<file path="config.mk">
export PLATFORM = sky130hd
export DESIGN_NAME = ooo_execute_top
export DESIGN_NICKNAME = d
export VERILOG_FILES = /design/src/ooo_exec_pkg.sv /design/src/result_if.sv /design/src/arith_unit.sv /design/src/branch_resolver.sv /design/src/csr_access.sv /design/src/multiply_unit.sv /design/src/ooo_execute_top.sv
export SDC_FILE = /design/constraint.sdc
export NUM_CORES = 2
export LEC_CHECK = 0
export BUFFER_PORTS_ARGS = -buffer_cell sky130_fd_sc_hd__buf_2
export CORE_AREA = 2 2 299 330
export CTS_CLUSTER_SIZE = 28
export DETAILED_ROUTE_END_ITERATION = 8
export DIE_AREA = 0 0 301 332
export PLACE_DENSITY = 0.78
export SLEW_MARGIN = 10
export SYNTH_ARGS = -nofsm -noshare
export SYNTH_HDL_FRONTEND = slang
export SYNTH_SLANG_ARGS = --single-unit
export TNS_END_PERCENT = 10
</file>
<file path="constraint.sdc">
create_clock -name CLK -period 23.9 [get_ports CLK]
set_input_delay 2.39 -clock CLK [delete_from_list [all_inputs] [get_ports CLK]]
set_output_delay 2.39 -clock CLK [all_outputs]
set_load 0.1 [all_outputs]
</file>
<file path="src/ooo_exec_pkg.sv">
// Shared types, operation encodings and constants of the out-of-order execute stage
package ooo_exec_pkg;

  typedef logic [31:0] word_t;
  typedef logic [4:0]  reg_idx_t;
  typedef logic [11:0] csr_addr_t;

  typedef enum logic [3:0] {
    ALU_ADD  = 4'd0,
    ALU_SUB  = 4'd1,
    ALU_AND  = 4'd2,
    ALU_OR   = 4'd3,
    ALU_XOR  = 4'd4,
    ALU_SLT  = 4'd5,
    ALU_SLTU = 4'd6,
    ALU_SLL  = 4'd7,
    ALU_SRL  = 4'd8,
    ALU_SRA  = 4'd9
  } alu_op_t;

  // same order as the M extension funct3
  typedef enum logic [1:0] {
    MUL    = 2'd0,
    MULH   = 2'd1,
    MULHSU = 2'd2,
    MULHU  = 2'd3
  } mul_op_t;

  // RISC-V funct3 encodings
  typedef enum logic [2:0] {
    BEQ  = 3'b000,
    BNE  = 3'b001,
    BLT  = 3'b100,
    BGE  = 3'b101,
    BLTU = 3'b110,
    BGEU = 3'b111
  } branch_funct_t;

  typedef enum logic [1:0] {
    CSR_NONE  = 2'd0,
    CSR_SWAP  = 2'd1,
    CSR_SET   = 2'd2,
    CSR_CLEAR = 2'd3
  } csr_op_t;

  // issue edge to result, in cycles
  localparam int MUL_LATENCY = 3;

endpackage

</file>
<file path="src/result_if.sv">
// Completion-buffer result lane between an execution unit and the top level
`timescale 1ns/10ps

interface result_if #(
  parameter int CB_INDEX_W = 3
);
  import ooo_exec_pkg::*;

  logic [CB_INDEX_W-1:0] index;
  reg_idx_t              rd;
  word_t                 wdata;
  // result delivered in any cycle with ready high
  logic                  ready;
  logic                  wen;

  modport producer (
    output index, rd, wdata, ready, wen
  );

  modport consumer (
    input index, rd, wdata, ready, wen
  );

endinterface

</file>
<file path="src/arith_unit.sv">
// Integer ALU and the arithmetic completion lane with link and CSR results
`timescale 1ns/10ps

module arith_unit #(
  parameter int CB_INDEX_W = 3
) (
  input  ooo_exec_pkg::word_t      port_a,
  input  ooo_exec_pkg::word_t      port_b,
  input  ooo_exec_pkg::word_t      pc,
  input  ooo_exec_pkg::alu_op_t    alu_op,
  input  logic                     alu_ena,
  input  ooo_exec_pkg::reg_idx_t   rd,
  input  logic [CB_INDEX_W-1:0]    cb_index,
  input  logic                     branch_instr,
  input  logic                     jump_instr,
  input  logic                     csr_wait,
  input  logic                     csr_done,
  input  ooo_exec_pkg::word_t      csr_value,
  result_if.producer               alu_lane
);
  import ooo_exec_pkg::*;

  word_t      alu_result;
  logic [4:0] shamt;

  assign shamt = port_b[4:0];

  always_comb begin
    case (alu_op)
      ALU_ADD:  alu_result = port_a + port_b;
      ALU_SUB:  alu_result = port_a - port_b;
      ALU_AND:  alu_result = port_a & port_b;
      ALU_OR:   alu_result = port_a | port_b;
      ALU_XOR:  alu_result = port_a ^ port_b;
      ALU_SLT:  alu_result = {31'd0, $signed(port_a) < $signed(port_b)};
      ALU_SLTU: alu_result = {31'd0, port_a < port_b};
      ALU_SLL:  alu_result = port_a << shamt;
      ALU_SRL:  alu_result = port_a >> shamt;
      ALU_SRA:  alu_result = word_t'($signed(port_a) >>> shamt);
      default:  alu_result = '0;
    endcase
  end

  // link address wins, then the latched csr old value
  always_comb begin
    if (jump_instr) begin
      alu_lane.wdata = pc + 32'd4;
    end else if (csr_done) begin
      alu_lane.wdata = csr_value;
    end else begin
      alu_lane.wdata = alu_result;
    end
  end

  assign alu_lane.index = cb_index;
  assign alu_lane.rd    = rd;
  // csr instruction holds the lane until its value is back
  assign alu_lane.ready = alu_ena & ~csr_wait;
  // branches complete without a register write
  assign alu_lane.wen   = ~branch_instr;

endmodule

</file>
<file path="src/branch_resolver.sv">
// Branch and jump resolution with redirect target and mispredict detection
`timescale 1ns/10ps

module branch_resolver (
  input  logic                          CLK,
  input  logic                          nRST,
  input  ooo_exec_pkg::word_t           pc,
  input  ooo_exec_pkg::word_t           port_a,
  input  ooo_exec_pkg::word_t           port_b,
  input  ooo_exec_pkg::word_t           immediate,
  input  logic                          branch_instr,
  input  ooo_exec_pkg::branch_funct_t   branch_funct,
  input  logic                          prediction,
  input  logic                          jump_instr,
  input  logic                          jalr,
  output logic                          mispredict,
  output logic                          mispredict_ff,
  output ooo_exec_pkg::word_t           redirect_addr
);
  import ooo_exec_pkg::*;

  logic  taken;
  word_t pc4;
  word_t branch_addr;
  word_t resolved_addr;
  word_t jump_addr;

  // operand compare, signed or unsigned by funct3
  always_comb begin
    case (branch_funct)
      BEQ:     taken = (port_a == port_b);
      BNE:     taken = (port_a != port_b);
      BLT:     taken = ($signed(port_a) < $signed(port_b));
      BGE:     taken = ($signed(port_a) >= $signed(port_b));
      BLTU:    taken = (port_a < port_b);
      BGEU:    taken = (port_a >= port_b);
      default: taken = 1'b0;
    endcase
  end

  assign pc4           = pc + 32'd4;
  assign branch_addr   = pc + immediate;
  assign resolved_addr = taken ? branch_addr : pc4;

  // jalr target has bit 0 cleared
  assign jump_addr = jalr ? ((port_a + immediate) & ~32'd1) : (pc + immediate);

  // jumps always redirect, branches only on a wrong guess
  assign mispredict    = jump_instr | (branch_instr & (prediction ^ taken));
  assign redirect_addr = jump_instr ? jump_addr : resolved_addr;

  always_ff @(posedge CLK or negedge nRST) begin
    if (!nRST) begin
      mispredict_ff <= 1'b0;
    end else begin
      mispredict_ff <= mispredict;
    end
  end

endmodule

</file>
<file path="src/csr_access.sv">
// CSR request pulse generation, old-value capture and completion timing
`timescale 1ns/10ps

module csr_access (
  input  logic                        CLK,
  input  logic                        nRST,
  input  logic                        csr_instr,
  input  ooo_exec_pkg::csr_op_t       csr_op,
  input  ooo_exec_pkg::csr_addr_t     csr_addr,
  input  ooo_exec_pkg::word_t         csr_wdata,
  input  ooo_exec_pkg::word_t         csr_rdata_in,
  output logic                        csr_valid_write,
  output ooo_exec_pkg::csr_op_t       csr_req_op,
  output ooo_exec_pkg::csr_addr_t     csr_req_addr,
  output ooo_exec_pkg::word_t         csr_req_wdata,
  output logic                        csr_wait,
  output logic                        csr_done,
  output ooo_exec_pkg::word_t         csr_value
);
  import ooo_exec_pkg::*;

  logic csr_reg;
  logic csr_pulse;

  // first cycle of the held level
  assign csr_pulse = csr_instr & ~csr_reg;

  assign csr_req_op      = csr_pulse ? csr_op : CSR_NONE;
  assign csr_req_addr    = csr_addr;
  assign csr_req_wdata   = csr_wdata;
  assign csr_valid_write = csr_pulse & (csr_op != CSR_NONE);

  // masked in every csr cycle except the done one
  assign csr_wait = csr_instr & ~csr_done;

  always_ff @(posedge CLK or negedge nRST) begin
    if (!nRST) begin
      csr_reg  <= 1'b0;
      csr_done <= 1'b0;
    end else begin
      csr_reg  <= csr_instr;
      csr_done <= csr_pulse;
    end
  end

  always_ff @(posedge CLK) begin
    if (csr_pulse) begin
      csr_value <= csr_rdata_in;
    end
  end

endmodule

</file>
<file path="src/multiply_unit.sv">
// Three-stage pipelined RV32M multiplier with destination and index delay line
`timescale 1ns/10ps

module multiply_unit #(
  parameter int CB_INDEX_W = 3
) (
  input  logic                     CLK,
  input  logic                     nRST,
  input  ooo_exec_pkg::word_t      port_a,
  input  ooo_exec_pkg::word_t      port_b,
  input  ooo_exec_pkg::mul_op_t    mul_op,
  input  logic                     mul_ena,
  input  ooo_exec_pkg::reg_idx_t   rd,
  input  logic [CB_INDEX_W-1:0]    cb_index,
  result_if.producer               mul_lane
);
  import ooo_exec_pkg::*;

  logic                  a_signed;
  logic                  b_signed;
  logic [32:0]           a_s1;
  logic [32:0]           b_s1;
  mul_op_t               op_s1;
  logic [63:0]           prod_s2;
  mul_op_t               op_s2;
  word_t                 res_s3;
  logic [MUL_LATENCY-1:0] vld_q;
  reg_idx_t              rd_q  [MUL_LATENCY];
  logic [CB_INDEX_W-1:0] idx_q [MUL_LATENCY];

  // only mulh and mulhsu treat rs1 as signed, only mulh treats rs2 so
  assign a_signed = (mul_op == MULH) | (mul_op == MULHSU);
  assign b_signed = (mul_op == MULH);

  // valid bit per stage
  always_ff @(posedge CLK or negedge nRST) begin
    if (!nRST) begin
      vld_q <= '0;
    end else begin
      vld_q <= {vld_q[MUL_LATENCY-2:0], mul_ena};
    end
  end

  // datapath and tag delay line
  always_ff @(posedge CLK) begin
    a_s1     <= {a_signed & port_a[31], port_a};
    b_s1     <= {b_signed & port_b[31], port_b};
    op_s1    <= mul_op;
    prod_s2  <= {{31{a_s1[32]}}, a_s1} * {{31{b_s1[32]}}, b_s1};
    op_s2    <= op_s1;
    res_s3   <= (op_s2 == MUL) ? prod_s2[31:0] : prod_s2[63:32];
    rd_q[0]  <= rd;
    idx_q[0] <= cb_index;
    for (int i = 1; i < MUL_LATENCY; i++) begin
      rd_q[i]  <= rd_q[i-1];
      idx_q[i] <= idx_q[i-1];
    end
  end

  assign mul_lane.index = idx_q[MUL_LATENCY-1];
  assign mul_lane.rd    = rd_q[MUL_LATENCY-1];
  assign mul_lane.wdata = res_s3;
  assign mul_lane.ready = vld_q[MUL_LATENCY-1];
  assign mul_lane.wen   = vld_q[MUL_LATENCY-1];

endmodule

</file>
<file path="src/ooo_execute_top.sv">
// Scalar out-of-order execute stage with ALU, branch, CSR and multiply lanes
`timescale 1ns/10ps

module ooo_execute_top #(
  parameter int CB_INDEX_W = 3
) (
  input  logic                          CLK,
  input  logic                          nRST,
  input  ooo_exec_pkg::word_t           pc,
  input  ooo_exec_pkg::word_t           port_a,
  input  ooo_exec_pkg::word_t           port_b,
  input  ooo_exec_pkg::word_t           immediate,
  input  ooo_exec_pkg::alu_op_t         alu_op,
  input  logic                          alu_ena,
  input  ooo_exec_pkg::reg_idx_t        rd,
  input  logic [CB_INDEX_W-1:0]         cb_index,
  input  logic                          branch_instr,
  input  ooo_exec_pkg::branch_funct_t   branch_funct,
  input  logic                          prediction,
  input  logic                          jump_instr,
  input  logic                          jalr,
  input  logic                          csr_instr,
  input  ooo_exec_pkg::csr_op_t         csr_op,
  input  ooo_exec_pkg::csr_addr_t       csr_addr,
  input  ooo_exec_pkg::word_t           csr_wdata,
  input  ooo_exec_pkg::word_t           csr_rdata_in,
  input  logic                          mul_ena,
  input  ooo_exec_pkg::mul_op_t         mul_op,
  output logic                          mispredict,
  output logic                          mispredict_ff,
  output ooo_exec_pkg::word_t           redirect_addr,
  output logic                          csr_valid_write,
  output ooo_exec_pkg::csr_op_t         csr_req_op,
  output ooo_exec_pkg::csr_addr_t       csr_req_addr,
  output ooo_exec_pkg::word_t           csr_req_wdata,
  output logic [CB_INDEX_W-1:0]         alu_index,
  output ooo_exec_pkg::reg_idx_t        alu_rd,
  output ooo_exec_pkg::word_t           alu_wdata,
  output logic                          alu_ready,
  output logic                          alu_wen,
  output logic [CB_INDEX_W-1:0]         mul_index,
  output ooo_exec_pkg::reg_idx_t        mul_rd,
  output ooo_exec_pkg::word_t           mul_wdata,
  output logic                          mul_ready,
  output logic                          mul_wen
);
  import ooo_exec_pkg::*;

  logic  csr_wait;
  logic  csr_done;
  word_t csr_value;

  result_if #(.CB_INDEX_W(CB_INDEX_W)) alu_lane ();
  result_if #(.CB_INDEX_W(CB_INDEX_W)) mul_lane ();

  branch_resolver u_branch (
    .CLK, .nRST, .pc, .port_a, .port_b, .immediate,
    .branch_instr, .branch_funct, .prediction, .jump_instr, .jalr,
    .mispredict, .mispredict_ff, .redirect_addr
  );

  csr_access u_csr (
    .CLK, .nRST, .csr_instr, .csr_op, .csr_addr, .csr_wdata, .csr_rdata_in,
    .csr_valid_write, .csr_req_op, .csr_req_addr, .csr_req_wdata,
    .csr_wait, .csr_done, .csr_value
  );

  arith_unit #(.CB_INDEX_W(CB_INDEX_W)) u_arith (
    .port_a, .port_b, .pc, .alu_op, .alu_ena, .rd, .cb_index,
    .branch_instr, .jump_instr, .csr_wait, .csr_done, .csr_value,
    .alu_lane(alu_lane.producer)
  );

  multiply_unit #(.CB_INDEX_W(CB_INDEX_W)) u_mul (
    .CLK, .nRST, .port_a, .port_b, .mul_op, .mul_ena, .rd, .cb_index,
    .mul_lane(mul_lane.producer)
  );

  // completion buffer lanes out as plain ports
  assign alu_index = alu_lane.index;
  assign alu_rd    = alu_lane.rd;
  assign alu_wdata = alu_lane.wdata;
  assign alu_ready = alu_lane.ready;
  assign alu_wen   = alu_lane.wen;

  assign mul_index = mul_lane.index;
  assign mul_rd    = mul_lane.rd;
  assign mul_wdata = mul_lane.wdata;
  assign mul_ready = mul_lane.ready;
  assign mul_wen   = mul_lane.wen;

endmodule

</file>
==> flow_metrics.py <==
metrics = {
    "synth": {
        "synth_ff_type": "dfxtp_1",
        "syn_area_sq_um": 56600,
        "ys_ff_latch": 228,
        "synth_top_family_by_area": "adder cells",
        "synth_compound_area_frac": 0.103,
        "syn_avg_cell_area_sq_um": 8.92,
        "synth_xor_xnor_area_share": 0.0282,
        "synthArstFlopShare": 0.0263,
        "synthTopCellsByCount": "1192 x inv_1, 1129 x fa_1, 720 x nand2_1",
        "synth_cell_types": 91,
        "netlist_instances": 6341,
        "synth-simple-area-share": 0.155,
        "syn_nets": 8074,
        "synthDominantCellAreaShare": 0.400,
        "synth-edff-count": 32,
        "synth_area_leaders": "fa_1 40%, ha_1 8.2%, inv_1 7.9%, dfxtp_1 6.7%, and2_1 5.9%",
        "yosysMostFrequentCell": "inv_1",
        "yosysWarnings": 0,
        "synthAdderAreaFrac": 0.482,
        "muxShareOfSynthArea": 0.0345,
        "synth_seq_area_share": 0.0869,
        "post-synth-top-area-cell": "fa_1",
    },
    "worst_setup_path": {
        "crit_path_frequent_cell": "buf_4",
        "worst_ep_required_time_ns": 21.51,
        "cp-startpoint": "port_b[2]",
        "cp_data_arrival_time_ns": 7.77,
        "worstSetupPathDepth": 18,
        "regToRegEndpoint": "u_mul.prod_s2[63]",
        "r2r_cells": 27,
        "max_stage_delay_ns": 0.60,
        "path_buf_inv": 6,
        "path_delay_family": "compound AO/OA/AOI/OAI gates",
        "regToRegSetupSlack_ns": 14.45,
        "r2r_start": "u_mul.a_s1[28]",
        "crit_chain": "buf_2 > buf_4 > inv_2 > buf_4 > ha_1 > o21bai_1 > a211oi_2 > o211ai_1 > a2bb2oi_2 > a2111oi_4 > nor4_4 > nor2_1 > a2111oi_4 > nor3_4 > buf_4 > mux2_4 > a21oi_1 > buf_2",
        "cp-end-kind": "output pin",
        "endpoint": "redirect_addr[24]",
        "crit_fanout": 55,
        "slowest_stage": "nor4_4",
        "critPathKind": "primary input to output pin",
        "worstSetupStartpointType": "primary input",
    },
    "timing": {
        "final.setup.tns_ns": 0,
        "slew-limit-headroom": 0.223,
        "min_period_ns": 10.16,
        "hold_violations": 0,
        "fmaxAchievable_ghz": 0.0984,
        "drv_slew": 0,
        "rsz0062_at_grt": "false",
        "finalCritPeriodShare": 0.425,
        "finalSetupViolCount": 0,
        "skew_ns": 0.0497,
        "worst_pin_slew_ns": 1.17,
    },
    "cts": {
        "cts_tree": "done",
        "post-cts-setup-buffers": 0,
        "cts_num_sinks": 228,
        "post_cts_resized": 0,
        "cts_made_buffers": 27,
        "cts-root-buf": "clkbuf_16",
        "cts-hold-fix-buffers": 0,
        "htreeDepth": 1,
        "clk_latency_ns": 0.65,
        "clk_pin_slew_ns": 0.06,
        "clockBufferDepth": 3,
    },
    "job": {
        "maxCapViolations": 0,
    },
    "cells_and_area": {
        "fin_area_sq_um": 59600,
        "layout-drive-gt1-share": 0.0902,
        "largest_reg_flops": 64,
        "max_flop_register": "u_mul.prod_s2",
        "area_delta_synth_final_pct": 5.36,
        "top_regs": "u_mul.prod_s2 x64, u_mul.a_s1 x33, u_mul.b_s1 x33",
        "nNetsFinal": 8099,
    },
    "routing": {
        "vias_per_cell": 6.05,
        "dr.pass1.iters": 7,
        "antenna_left": 0,
        "drtIter0Drc": 3701,
        "routed_wl_mm": 191,
        "drc_errors": 0,
        "vias": 46442,
        "wl_per_cell_um": 25.0,
    },
    "placed_design": {
        "dp_hpwl_mm": 147,
        "dpl-instance-area_sq_um": 58700,
        "gp_congestion": 1.01,
        "io_buffers": 308,
    },
    "global_route": {
        "grt_pass1_vias": 50435,
        "grt_max_degree": 68,
        "antenna_found_initial": 15,
        "grt_overflow": 0,
        "grt_pass1_wl_mm": 295,
        "grt_use_total": 0.391,
    },
    "die": {
        "die-area_sq_um": 99900,
        "io_pins": 397,
        "die_x_um": 301,
        "core_sq_um": 96800,
        "start_util": 0.584,
        "placementRows": 120,
        "dieHeight_um": 332,
    },
    "hold_path": {
        "worstHoldPathType": "flip-flop to flip-flop",
    },
    "outcome": {
        "status": "finished, final reports clean",
    },
}
-- worst min path at each step --
stage | end | startpoint | cells after the start | slack, ns
final | u_mul.rd_q[0][11] | u_mul.rd_q[0][6] | 0 | 0.33
after global placement | u_mul.rd_q[0][9] | u_mul.rd_q[0][4] | 0 | 0.31
after floorplan | u_mul.idx_q[0][3] | u_mul.idx_q[0][0] | 0 | 0.31
after CTS | u_mul.op_s2[0] | u_mul.op_s1[0] | 0 | 0.33
after global routing | u_mul.rd_q[0][6] | u_mul.rd_q[0][1] | 0 | 0.33
after detailed placement | u_mul.rd_q[0][13] | u_mul.rd_q[0][8] | 0 | 0.31
-- stage by stage --
step / utilization / hold slack, ns / setup slack, ns / std cells
floorplan: - / 0.310 / 13.27 / 6341
global placement: 0.606 / 0.310 / 13.89 / 7618
detailed placement: 0.606 / 0.312 / 13.79 / 7618
CTS: 0.615 / 0.326 / 13.77 / 7666
global route: 0.615 / 0.332 / 13.46 / 7669
finish: 0.615 / 0.325 / 13.74 / 7671
-- cell usage in the layout, fill, tap and decap left out, drive strengths merged, types with 10 or more instances in the layout --
| cell type | instances |
|---|---|
| fa | 1129 |
| o21bai | 33 |
| a221o | 12 |
| o21a | 34 |
| edfxtp | 32 |
| o211ai | 23 |
| inv | 1198 |
| nand2 | 720 |
| mux2i | 99 |
| nand2b | 51 |
| or3 | 14 |
| ha | 372 |
| a211oi | 44 |
| nand4 | 22 |
| xnor2 | 129 |
| and3 | 23 |
| dfxtp | 190 |
| o31ai | 17 |
| nor2 | 218 |
| or2 | 10 |
| xor2 | 53 |
| nor4 | 13 |
| a21o | 79 |
| nor2b | 47 |
| nand3 | 52 |
| o22ai | 10 |
| clkbuf | 36 |
| a21oi | 239 |
| a211o | 13 |
| mux2 | 45 |
| o21ai | 213 |
| a221oi | 29 |
| a22oi | 22 |
| a31oi | 31 |
| and2 | 530 |
| nor3 | 56 |
| buf | 391 |
| mux4 | 20 |
-- logic make-up after synthesis --
family / after synthesis
AOI/OAI and AO/OA: 891
muxes: 164
DFF: 228
buffers and inverters: 1591
xor gates and xnor gates: 182
adders and majority gates: 1501
and+or+nand+nor: 1784
-- area by class of cell --
cell class	count	area (sq um)
clock inverters	12	119
inverters	1196	4490
multi-input cells	4522	45400
diodes	5	12.5
well taps	1281	1600
repair buffers	391	2170
clock buffers	36	812
flip-flops and latches	228	4950
fillers	8228	37200
-- routing by layer --
layer,track usage,share of wire
met2,0.640,0.47
met3,0.0952,0.099
met1,0.448,0.35
met5,0,0.00060
met4,0.282,0.087
Power is not shown: default switching activity piles up to over one toggle a cycle in this logic, so the estimate is an artifact.
